==> src/logic/oramCipherPkg.sv <==
//--------------------------------------------------------------------
// Lane mixer constants
// Key, round constants and rotate amount of the keystream rounds
//--------------------------------------------------------------------
package oramCipherPkg;

    localparam int KeyWidth  = 64;

    // Fixed key without a load path
    localparam logic [KeyWidth-1:0] CipherKey = '1;

    // One registered round per pipe stage
    localparam int MixRounds = 4;
    localparam int MixRotate = 13;

    // Nothing-up-my-sleeve round constants
    localparam logic [KeyWidth-1:0] RoundConst [MixRounds] = '{
        64'h9E3779B97F4A7C15,
        64'hBB67AE8584CAA73B,
        64'h3C6EF372FE94F82B,
        64'hA54FF53A5F1D36F1
    };

endpackage

==> src/logic/oramGeomPkg.sv <==
//--------------------------------------------------------------------
// ORAM bucket geometry package
// Burst, IV and lane widths plus the types shared by the cipher stage
//--------------------------------------------------------------------
package oramGeomPkg;

    // Burst and IV layout
    localparam int BurstWidth   = 128;
    localparam int IvWidth      = 64;
    localparam int LaneWidth    = 64;
    localparam int Lanes        = 2;

    // Bucket and path shape
    localparam int BucketBursts = 4;
    localparam int PathBuckets  = 3;
    localparam int PathBursts   = PathBuckets * BucketBursts;
    localparam int FifoDepth    = 8;

    typedef logic [BurstWidth-1:0]            burstT;
    typedef logic [IvWidth-1:0]               ivT;
    typedef logic [LaneWidth-1:0]             laneT;
    typedef logic [$clog2(BucketBursts)-1:0]  burstIdxT;
    typedef logic [$clog2(PathBursts)-1:0]    pathIdxT;

    // Data FIFO entry with the header flag riding along
    typedef struct packed {
        burstT data;
        logic  isHeader;
    } burstEntryT;

    typedef struct packed {
        logic valid;
        ivT   counter;
    } ksReqT;

    typedef enum logic {
        PathWrite = 1'b0,
        PathRead  = 1'b1
    } pathDirT;

endpackage

==> src/logic/bucketFramer.sv <==
//--------------------------------------------------------------------
// Bucket framer
// Picks the input source, tracks the bucket position and requests pads
//--------------------------------------------------------------------
`timescale 1ns/1ns

module bucketFramer import oramGeomPkg::*; (
    input  logic       Clock,
    input  logic       rstN,
    input  logic       dramInitDone,
    input  burstT      dramReadData,
    input  logic       dramReadValid,
    output logic       dramReadReady,
    input  burstT      backendWData,
    input  logic       backendWValid,
    output logic       backendWReady,
    input  logic       dataFull,
    output logic       dataWrEn,
    output burstEntryT dataEntry,
    output ksReqT      ksReq
);

    burstIdxT burstIdx;
    ivT       ivReg;
    logic     acceptW;
    logic     acceptR;
    logic     accept;
    logic     isHeader;
    burstT    burstIn;

    //----------------------------------------------------------------------
    // Source select
    //----------------------------------------------------------------------

    // Backend write wins over a DRAM read
    assign backendWReady = dramInitDone && !dataFull;
    assign dramReadReady = dramInitDone && !dataFull && !backendWValid;

    assign acceptW  = backendWValid && backendWReady;
    assign acceptR  = dramReadValid && dramReadReady;
    assign accept   = acceptW || acceptR;
    assign burstIn  = acceptW ? backendWData : dramReadData;
    assign isHeader = (burstIdx == '0);

    //----------------------------------------------------------------------
    // Entry and keystream request
    //----------------------------------------------------------------------

    assign dataWrEn           = accept;
    assign dataEntry.data     = burstIn;
    assign dataEntry.isHeader = isHeader;

    assign ksReq.valid = accept;
    // Header uses its own IV
    // Later bursts step by one pad word
    assign ksReq.counter = isHeader ? burstIn[IvWidth-1:0]
                                    : ivReg + ivT'(Lanes) * ivT'(burstIdx);

    always_ff @(posedge Clock or negedge rstN) begin
        if (!rstN) begin
            burstIdx <= '0;
        end else if (accept) begin
            burstIdx <= (burstIdx == burstIdxT'(BucketBursts - 1)) ? '0 : burstIdx + 1'b1;
        end
    end

    always_ff @(posedge Clock) begin
        if (accept && isHeader) begin
            ivReg <= burstIn[IvWidth-1:0];
        end
    end

endmodule

==> src/logic/keystreamPipe.sv <==
//--------------------------------------------------------------------
// Keystream pipe
// Four registered add-rotate-xor rounds per lane without a stall input
//--------------------------------------------------------------------
`timescale 1ns/1ns

module keystreamPipe import oramGeomPkg::*, oramCipherPkg::*; (
    input  logic  Clock,
    input  logic  rstN,
    input  ksReqT ksReq,
    output logic  padValid,
    output burstT pad
);

    logic [MixRounds-1:0] validQ;

    // One round of the lane mixer
    function automatic laneT mixRound(laneT x, int unsigned r);
        laneT sum;
        laneT rot;
        sum = x + laneT'(RoundConst[r]);
        rot = (sum << MixRotate) | (sum >> (LaneWidth - MixRotate));
        return rot ^ laneT'(CipherKey);
    endfunction

    //----------------------------------------------------------------------
    // Lane datapath
    //----------------------------------------------------------------------

    for (genvar k = 0; k < Lanes; k++) begin : gLane
        laneT laneIn;
        laneT stageQ [MixRounds];

        // Lane k mixes counter plus k after key whitening
        assign laneIn = (laneT'(ksReq.counter) + laneT'(k)) ^ laneT'(CipherKey);

        always_ff @(posedge Clock) begin
            stageQ[0] <= mixRound(laneIn, 0);
            for (int r = 1; r < MixRounds; r++) begin
                stageQ[r] <= mixRound(stageQ[r-1], r);
            end
        end

        // Lane 0 lands in the low bits
        assign pad[k*LaneWidth +: LaneWidth] = stageQ[MixRounds-1];
    end

    //----------------------------------------------------------------------
    // Valid tracking
    //----------------------------------------------------------------------

    always_ff @(posedge Clock or negedge rstN) begin
        if (!rstN) begin
            validQ <= '0;
        end else begin
            validQ <= {validQ[MixRounds-2:0], ksReq.valid};
        end
    end

    assign padValid = validQ[MixRounds-1];

endmodule

==> src/logic/oramCryptTop.sv <==
//--------------------------------------------------------------------
// ORAM counter-mode cipher stage
// Encrypts bucket bursts between the DRAM controller and the backend
//--------------------------------------------------------------------
`timescale 1ns/1ns

module oramCryptTop import oramGeomPkg::*; (
    input  logic  Clock,
    input  logic  rstN,
    input  burstT dramReadData,
    input  logic  dramReadValid,
    output logic  dramReadReady,
    output burstT dramWriteData,
    output logic  dramWriteValid,
    input  logic  dramWriteReady,
    input  burstT backendWData,
    input  logic  backendWValid,
    output logic  backendWReady,
    output burstT backendRData,
    output logic  backendRValid,
    input  logic  backendRReady,
    input  logic  dramInitDone
);

    logic       dataWrEn;
    burstEntryT dataIn;
    burstEntryT dataHead;
    logic       dataFull;
    logic       dataEmpty;
    ksReqT      ksReq;
    logic       padValid;
    burstT      pad;
    burstT      padHead;
    logic       padEmpty;
    logic       popEn;

    bucketFramer framer (
        .Clock(Clock), .rstN(rstN), .dramInitDone(dramInitDone),
        .dramReadData(dramReadData), .dramReadValid(dramReadValid),
        .dramReadReady(dramReadReady),
        .backendWData(backendWData), .backendWValid(backendWValid),
        .backendWReady(backendWReady),
        .dataFull(dataFull), .dataWrEn(dataWrEn), .dataEntry(dataIn), .ksReq(ksReq)
    );

    keystreamPipe ksPipe (
        .Clock(Clock), .rstN(rstN), .ksReq(ksReq), .padValid(padValid), .pad(pad)
    );

    syncFifo #(.Width($bits(burstEntryT)), .Depth(FifoDepth)) dataFifo (
        .Clock(Clock), .rstN(rstN), .wrEn(dataWrEn), .wrData(dataIn),
        .rdEn(popEn), .rdData(dataHead), .full(dataFull), .empty(dataEmpty)
    );

    // Pad entries never outnumber data entries
    syncFifo #(.Width(BurstWidth), .Depth(FifoDepth)) padFifo (
        .Clock(Clock), .rstN(rstN), .wrEn(padValid), .wrData(pad),
        .rdEn(popEn), .rdData(padHead), .full(), .empty(padEmpty)
    );

    pathSteer steer (
        .Clock(Clock), .rstN(rstN), .dramInitDone(dramInitDone),
        .dataEntry(dataHead), .dataEmpty(dataEmpty),
        .padData(padHead), .padEmpty(padEmpty), .popEn(popEn),
        .dramWriteData(dramWriteData), .dramWriteValid(dramWriteValid),
        .dramWriteReady(dramWriteReady),
        .backendRData(backendRData), .backendRValid(backendRValid),
        .backendRReady(backendRReady)
    );

endmodule

==> src/logic/pathSteer.sv <==
//--------------------------------------------------------------------
// Path steer
// Applies the pad, restores header IVs and routes by path direction
//--------------------------------------------------------------------
`timescale 1ns/1ns

module pathSteer import oramGeomPkg::*; (
    input  logic       Clock,
    input  logic       rstN,
    input  logic       dramInitDone,
    input  burstEntryT dataEntry,
    input  logic       dataEmpty,
    input  burstT      padData,
    input  logic       padEmpty,
    output logic       popEn,
    output burstT      dramWriteData,
    output logic       dramWriteValid,
    input  logic       dramWriteReady,
    output burstT      backendRData,
    output logic       backendRValid,
    input  logic       backendRReady
);

    logic    started;
    pathDirT pathDir;
    pathIdxT pathCnt;
    logic    outValid;
    logic    activeReady;
    logic    pathEnd;
    burstT   xorRes;
    burstT   outData;

    //----------------------------------------------------------------------
    // Output datapath
    //----------------------------------------------------------------------

    assign xorRes = dataEntry.data ^ padData;

    // Header keeps the clear IV in its low bits
    always_comb begin
        outData = xorRes;
        if (dataEntry.isHeader) begin
            outData[IvWidth-1:0] = dataEntry.data[IvWidth-1:0];
        end
    end

    assign dramWriteData = outData;
    assign backendRData  = outData;

    //----------------------------------------------------------------------
    // Handshake
    //----------------------------------------------------------------------

    // Data and pad leave as a pair
    assign outValid    = started && !dataEmpty && !padEmpty;
    assign activeReady = (pathDir == PathRead) ? backendRReady : dramWriteReady;
    assign popEn       = outValid && activeReady;

    assign backendRValid  = outValid && (pathDir == PathRead);
    assign dramWriteValid = outValid && (pathDir == PathWrite);

    //----------------------------------------------------------------------
    // Direction and path count
    //----------------------------------------------------------------------

    assign pathEnd = popEn && (pathCnt == pathIdxT'(PathBursts - 1));

    always_ff @(posedge Clock or negedge rstN) begin
        if (!rstN) begin
            started <= 1'b0;
            pathDir <= PathWrite;
            pathCnt <= '0;
        end else if (!started) begin
            // First path after DRAM init is a read
            if (dramInitDone) begin
                started <= 1'b1;
                pathDir <= PathRead;
            end
        end else if (pathEnd) begin
            pathCnt <= '0;
            pathDir <= (pathDir == PathRead) ? PathWrite : PathRead;
        end else if (popEn) begin
            pathCnt <= pathCnt + 1'b1;
        end
    end

endmodule

==> src/logic/syncFifo.sv <==
//--------------------------------------------------------------------
// Synchronous FIFO
// Register array with head read-out, full and empty flags
//--------------------------------------------------------------------
`timescale 1ns/1ns

module syncFifo #(
    parameter int Width = 8,
    parameter int Depth = 8
) (
    input  logic             Clock,
    input  logic             rstN,
    input  logic             wrEn,
    input  logic [Width-1:0] wrData,
    input  logic             rdEn,
    output logic [Width-1:0] rdData,
    output logic             full,
    output logic             empty
);

    localparam int PtrWidth = (Depth > 1) ? $clog2(Depth) : 1;
    localparam int CntWidth = $clog2(Depth + 1);

    logic [Width-1:0]    mem [Depth];
    logic [PtrWidth-1:0] wrPtr;
    logic [PtrWidth-1:0] rdPtr;
    logic [CntWidth-1:0] count;
    logic                doWrite;
    logic                doRead;

    assign full    = (count == CntWidth'(Depth));
    assign empty   = (count == '0);
    assign doRead  = rdEn && !empty;
    // A pop frees a slot in the same cycle
    assign doWrite = wrEn && (!full || doRead);

    // Head entry is meaningful while not empty
    assign rdData = mem[rdPtr];

    always_ff @(posedge Clock) begin
        if (doWrite) begin
            mem[wrPtr] <= wrData;
        end
    end

    always_ff @(posedge Clock or negedge rstN) begin
        if (!rstN) begin
            wrPtr <= '0;
            rdPtr <= '0;
            count <= '0;
        end else begin
            if (doWrite) begin
                wrPtr <= (wrPtr == PtrWidth'(Depth - 1)) ? '0 : wrPtr + 1'b1;
            end
            if (doRead) begin
                rdPtr <= (rdPtr == PtrWidth'(Depth - 1)) ? '0 : rdPtr + 1'b1;
            end
            case ({doWrite, doRead})
                2'b10:   count <= count + 1'b1;
                2'b01:   count <= count - 1'b1;
                default: count <= count;
            endcase
        end
    end

endmodule

==> config.mk <==
export PLATFORM = sky130hd
export DESIGN_NAME = oramCryptTop
export DESIGN_NICKNAME = d
export VERILOG_FILES = /design/src/logic/oramCipherPkg.sv /design/src/logic/oramGeomPkg.sv /design/src/logic/bucketFramer.sv /design/src/logic/keystreamPipe.sv /design/src/logic/oramCryptTop.sv /design/src/logic/pathSteer.sv /design/src/logic/syncFifo.sv
export SDC_FILE = /design/constraint.sdc
export NUM_CORES = 2
export LEC_CHECK = 0
export CAP_MARGIN = 10
export CELL_PAD_IN_SITES_DETAIL_PLACEMENT = 0
export CELL_PAD_IN_SITES_GLOBAL_PLACEMENT = 1
export CORE_MARGIN = 2
export CORE_UTILIZATION = 35
export CTS_CLUSTER_DIAMETER = 30
export DETAILED_ROUTE_END_ITERATION = 16
export DONT_BUFFER_PORTS = 1
export PLACE_DENSITY = 0.62
export SKIP_LAST_GASP = 1
export SLEW_MARGIN = 20
export SYNTH_ARGS = -nofsm -noshare
export SYNTH_HDL_FRONTEND = slang
export SYNTH_SLANG_ARGS = --single-unit
==> constraint.sdc <==
create_clock -name Clock -period 43.8 [get_ports Clock]
set_input_delay 8.76 -clock Clock [delete_from_list [all_inputs] [get_ports Clock]]
set_output_delay 8.76 -clock Clock [all_outputs]
set_load 0.03 [all_outputs]
==> impl_metrics.tcl <==
set metrics [dict create \
    final-hold-violation-count 0 \
    synth-edff-count 2120 \
    ir_drop_v 0.0000506 \
    arrival_ns 9.31 \
    min_period_ns 18.07 \
    dieHeight_um 564 \
    start_kind "input pin" \
    synth_area_per_cell_um2 16.1 \
    setup_viol 0 \
    synth_top_family_by_area "multiplexers" \
    boundaryPins 523 \
    ys_ff_latch 2664 \
    crit_chain "nand2_1 -> nor2_1" \
    fin_skew_ns 0.0496 \
    crit_type "input pin to output pin" \
    slowest_stage "nor2_1" \
    period_share 0.412 \
    topRoutingLayerUsed "met5" \
    gp_congestion 0.907 \
    critical-path-max-stage-delay_ns 0.48 \
    ys_seq_area_frac 0.682 \
    netSwitchingPower_uw 4690 \
    synthSimpleGateAreaFrac 0.0678 \
    max_freq_mhz 55.4 \
    antenna_left 0 \
    cp_top_family "simple AND/OR/NAND/NOR gates" \
    clock_latency_ns 0.98 \
    dieArea_um2 318000 \
    synth-main-ff-cell "edfxtp_1" \
    slew_headroom 0.168 \
    synthXorXnorAreaFrac 0.0540 \
    met1_length_mm 127 \
    ys_warn_count 0 \
    ctsHtreeMaxLevel 6 \
    die_w_um 564 \
    dp_hpwl_mm 188 \
    finalWorstSetupSlack_ns 25.73 \
    route.detailed.drc 0 \
    wl_met2_mm 143 \
    internal-power_uw 7720 \
    core_um2 312000 \
    row_count 205 \
    yosys.area_share.adder 0.00363 \
    grt.overflow.total 0 \
    p_seq_frac 0.314 \
    wire_per_inst_um 25.1 \
    max-clock-path-buffers 4 \
    worst-path-buf-inv 0 \
    initial_core_util 0.352 \
    portBuffers 0 \
    synthCells 6799 \
    slew_violations 0 \
    totalPowerFinal_uw 12400 \
    cts_buffers 551 \
    post_cts_resized 0 \
    grt_usage 0.182 \
    synth.most_common_cell "edfxtp_1" \
    rsz0062_at_grt "false" \
    grt_pass1_vias 63200 \
    syn_area_um2 110000 \
    drt_wl_total_mm 295 \
    crit_path_max_fanout 5 \
    tns_ns 0 \
    clkSinkCount 2664 \
    worst_slew_pin_slew_ns 1.25 \
    crit_required_ns 35.04 \
    synth_top_cell_area_share 0.581 \
    yosys.area.top_type "edfxtp_1" \
    p_per_area_nw_per_um2 92.6 \
    yosys.cell_types.count 113 \
    wl_met3_mm 16.5 \
    vias 60800 \
    drtIter0Drc 4936 \
    cp-end-kind "output pin" \
    path_clk_slew_ns 0.05 \
    synthMuxAreaShare 0.134 \
    grt_pass1_wl_mm 427 \
    drt_first_pass_iters 6 \
    drive_above_1_share 0.239 \
    cts_setup_buffers 0 \
    synthTopCellsByArea "edfxtp_1, mux4_2, dfxtp_1" \
    hold_class "flop to flop" \
    clock_power_share 0.338 \
    nets 7449 \
    power.leakage_uw 0.0462 \
    switching_share 0.378 \
    viasPerCell 5.17 \
    dp_slack_ns 25.72 \
    synthesis.nets 7092 \
    root_buffer "clkbuf_16" \
    cap_violations 0 \
    synth_compound_area_frac 0.0367 \
    synthToLayoutAreaGrowth_pct 22.3 \
    grt_start_max_net_pins 96 \
    synth_top_cells_by_count "edfxtp_1, nand2_1, mux4_2" \
    cts_hold_buf 0 \
    tritoncts "yes" \
    antenna_found_initial 23 \
    outcome "finished clean" \
    pwr-share-comb 0.347 \
    async_flop_share 0.0120 \
]
-- routing by layer --
metal	vias to the layer above	GRT usage
li1	27000	-
met4	4	0.0574
met1	31700	0.242
met3	453	0.0334
met5	-	0
met2	1734	0.303
-- registers in the layout, summed over array words and instances (netlist names) --
name,count
dataFifo.mem,1032
padFifo.mem,1024
ksPipe.gLane.stageQ,512
framer.ivReg,64
dataFifo.count,4
ksPipe.validQ,4
padFifo.count,4
steer.pathCnt,4
dataFifo.rdPtr,3
dataFifo.wrPtr,3
padFifo.rdPtr,3
padFifo.wrPtr,3
framer.burstIdx,2
steer.pathDir,1
steer.started,1
-- stage by stage --
step	hold WS, ns	cell area, um2	instances	utilization
2_1_floorplan	0.331	110000	6799	-
3_3_place_gp	0.343	115000	10700	0.369
5_1_grt	0.361	134000	11800	0.430
4_1_cts	0.350	134000	11800	0.430
3_5_place_dp	0.335	115000	10700	0.369
6_report	0.349	134000	11800	0.430
-- power groups by stage --
stage	clock network [uW]	logic, uW	registers (uW)
2_1_floorplan	0	3390	3820
3_3_place_gp	0	4390	3910
3_5_place_dp	0	4390	3950
4_1_cts	4270	4410	3910
5_1_grt	4400	4640	3980
6_report	4200	4310	3910
-- cell families after synthesis --
| group | after synthesis |
|---|---|
| flip-flops | 2664 |
| AND/OR/NAND/NOR | 1530 |
| multiplexers | 825 |
| XOR/XNOR | 676 |
| AO/OA/AOI/OAI | 604 |
| buffers and inverters | 470 |
| adder cells (fa/ha/maj) | 30 |
-- worst paths after layout --
check / slack [ns] / to / cells past startpoint / from
worst max-delay path: 25.73 / dramReadReady / 2 / dramInitDone
worst min register to register: 0.35 / ksPipe.validQ[1] / 0 / ksPipe.validQ[0]
worst max register to register: 36.58 / ksPipe.gLane[1].stageQ[0][10] / 19 / framer.burstIdx[1]
min in group asynchronous: 7.50 / dataFifo.wrPtr[0] / 0 / rstN
max in group asynchronous: 36.16 / dataFifo.rdPtr[0] / 0 / rstN
worst min-delay path: 0.35 / ksPipe.validQ[1] / 0 / ksPipe.validQ[0]
-- layout by cell type (no fill, tap or decap), drive strengths merged, types with 131 or more instances in the layout --
cell,instances
mux4,514
nor2,291
o21ai,167
inv,139
nand2,595
clkbuf,662
buf,184
xor2,281
xnor2,395
edfxtp,2120
mux2i,284
dfxtp,512
clkinv,187
a21oi,131
-- cell type report --
| type | instances | area [um2] |
|---|---|---|
| Inverter | 90 | 339 |
| Antenna cell | 5 | 12.5 |
| Clock inverter | 346 | 4270 |
| Sequential cell | 2664 | 74700 |
| Fill cell | 27500 | 178000 |
| Multi-Input combinational cell | 3665 | 33200 |
| Clock buffer | 662 | 14800 |
| Tap cell | 4140 | 5180 |
| Timing Repair Buffer | 184 | 1520 |
Note: power is estimated with default switching activity, not from simulation.
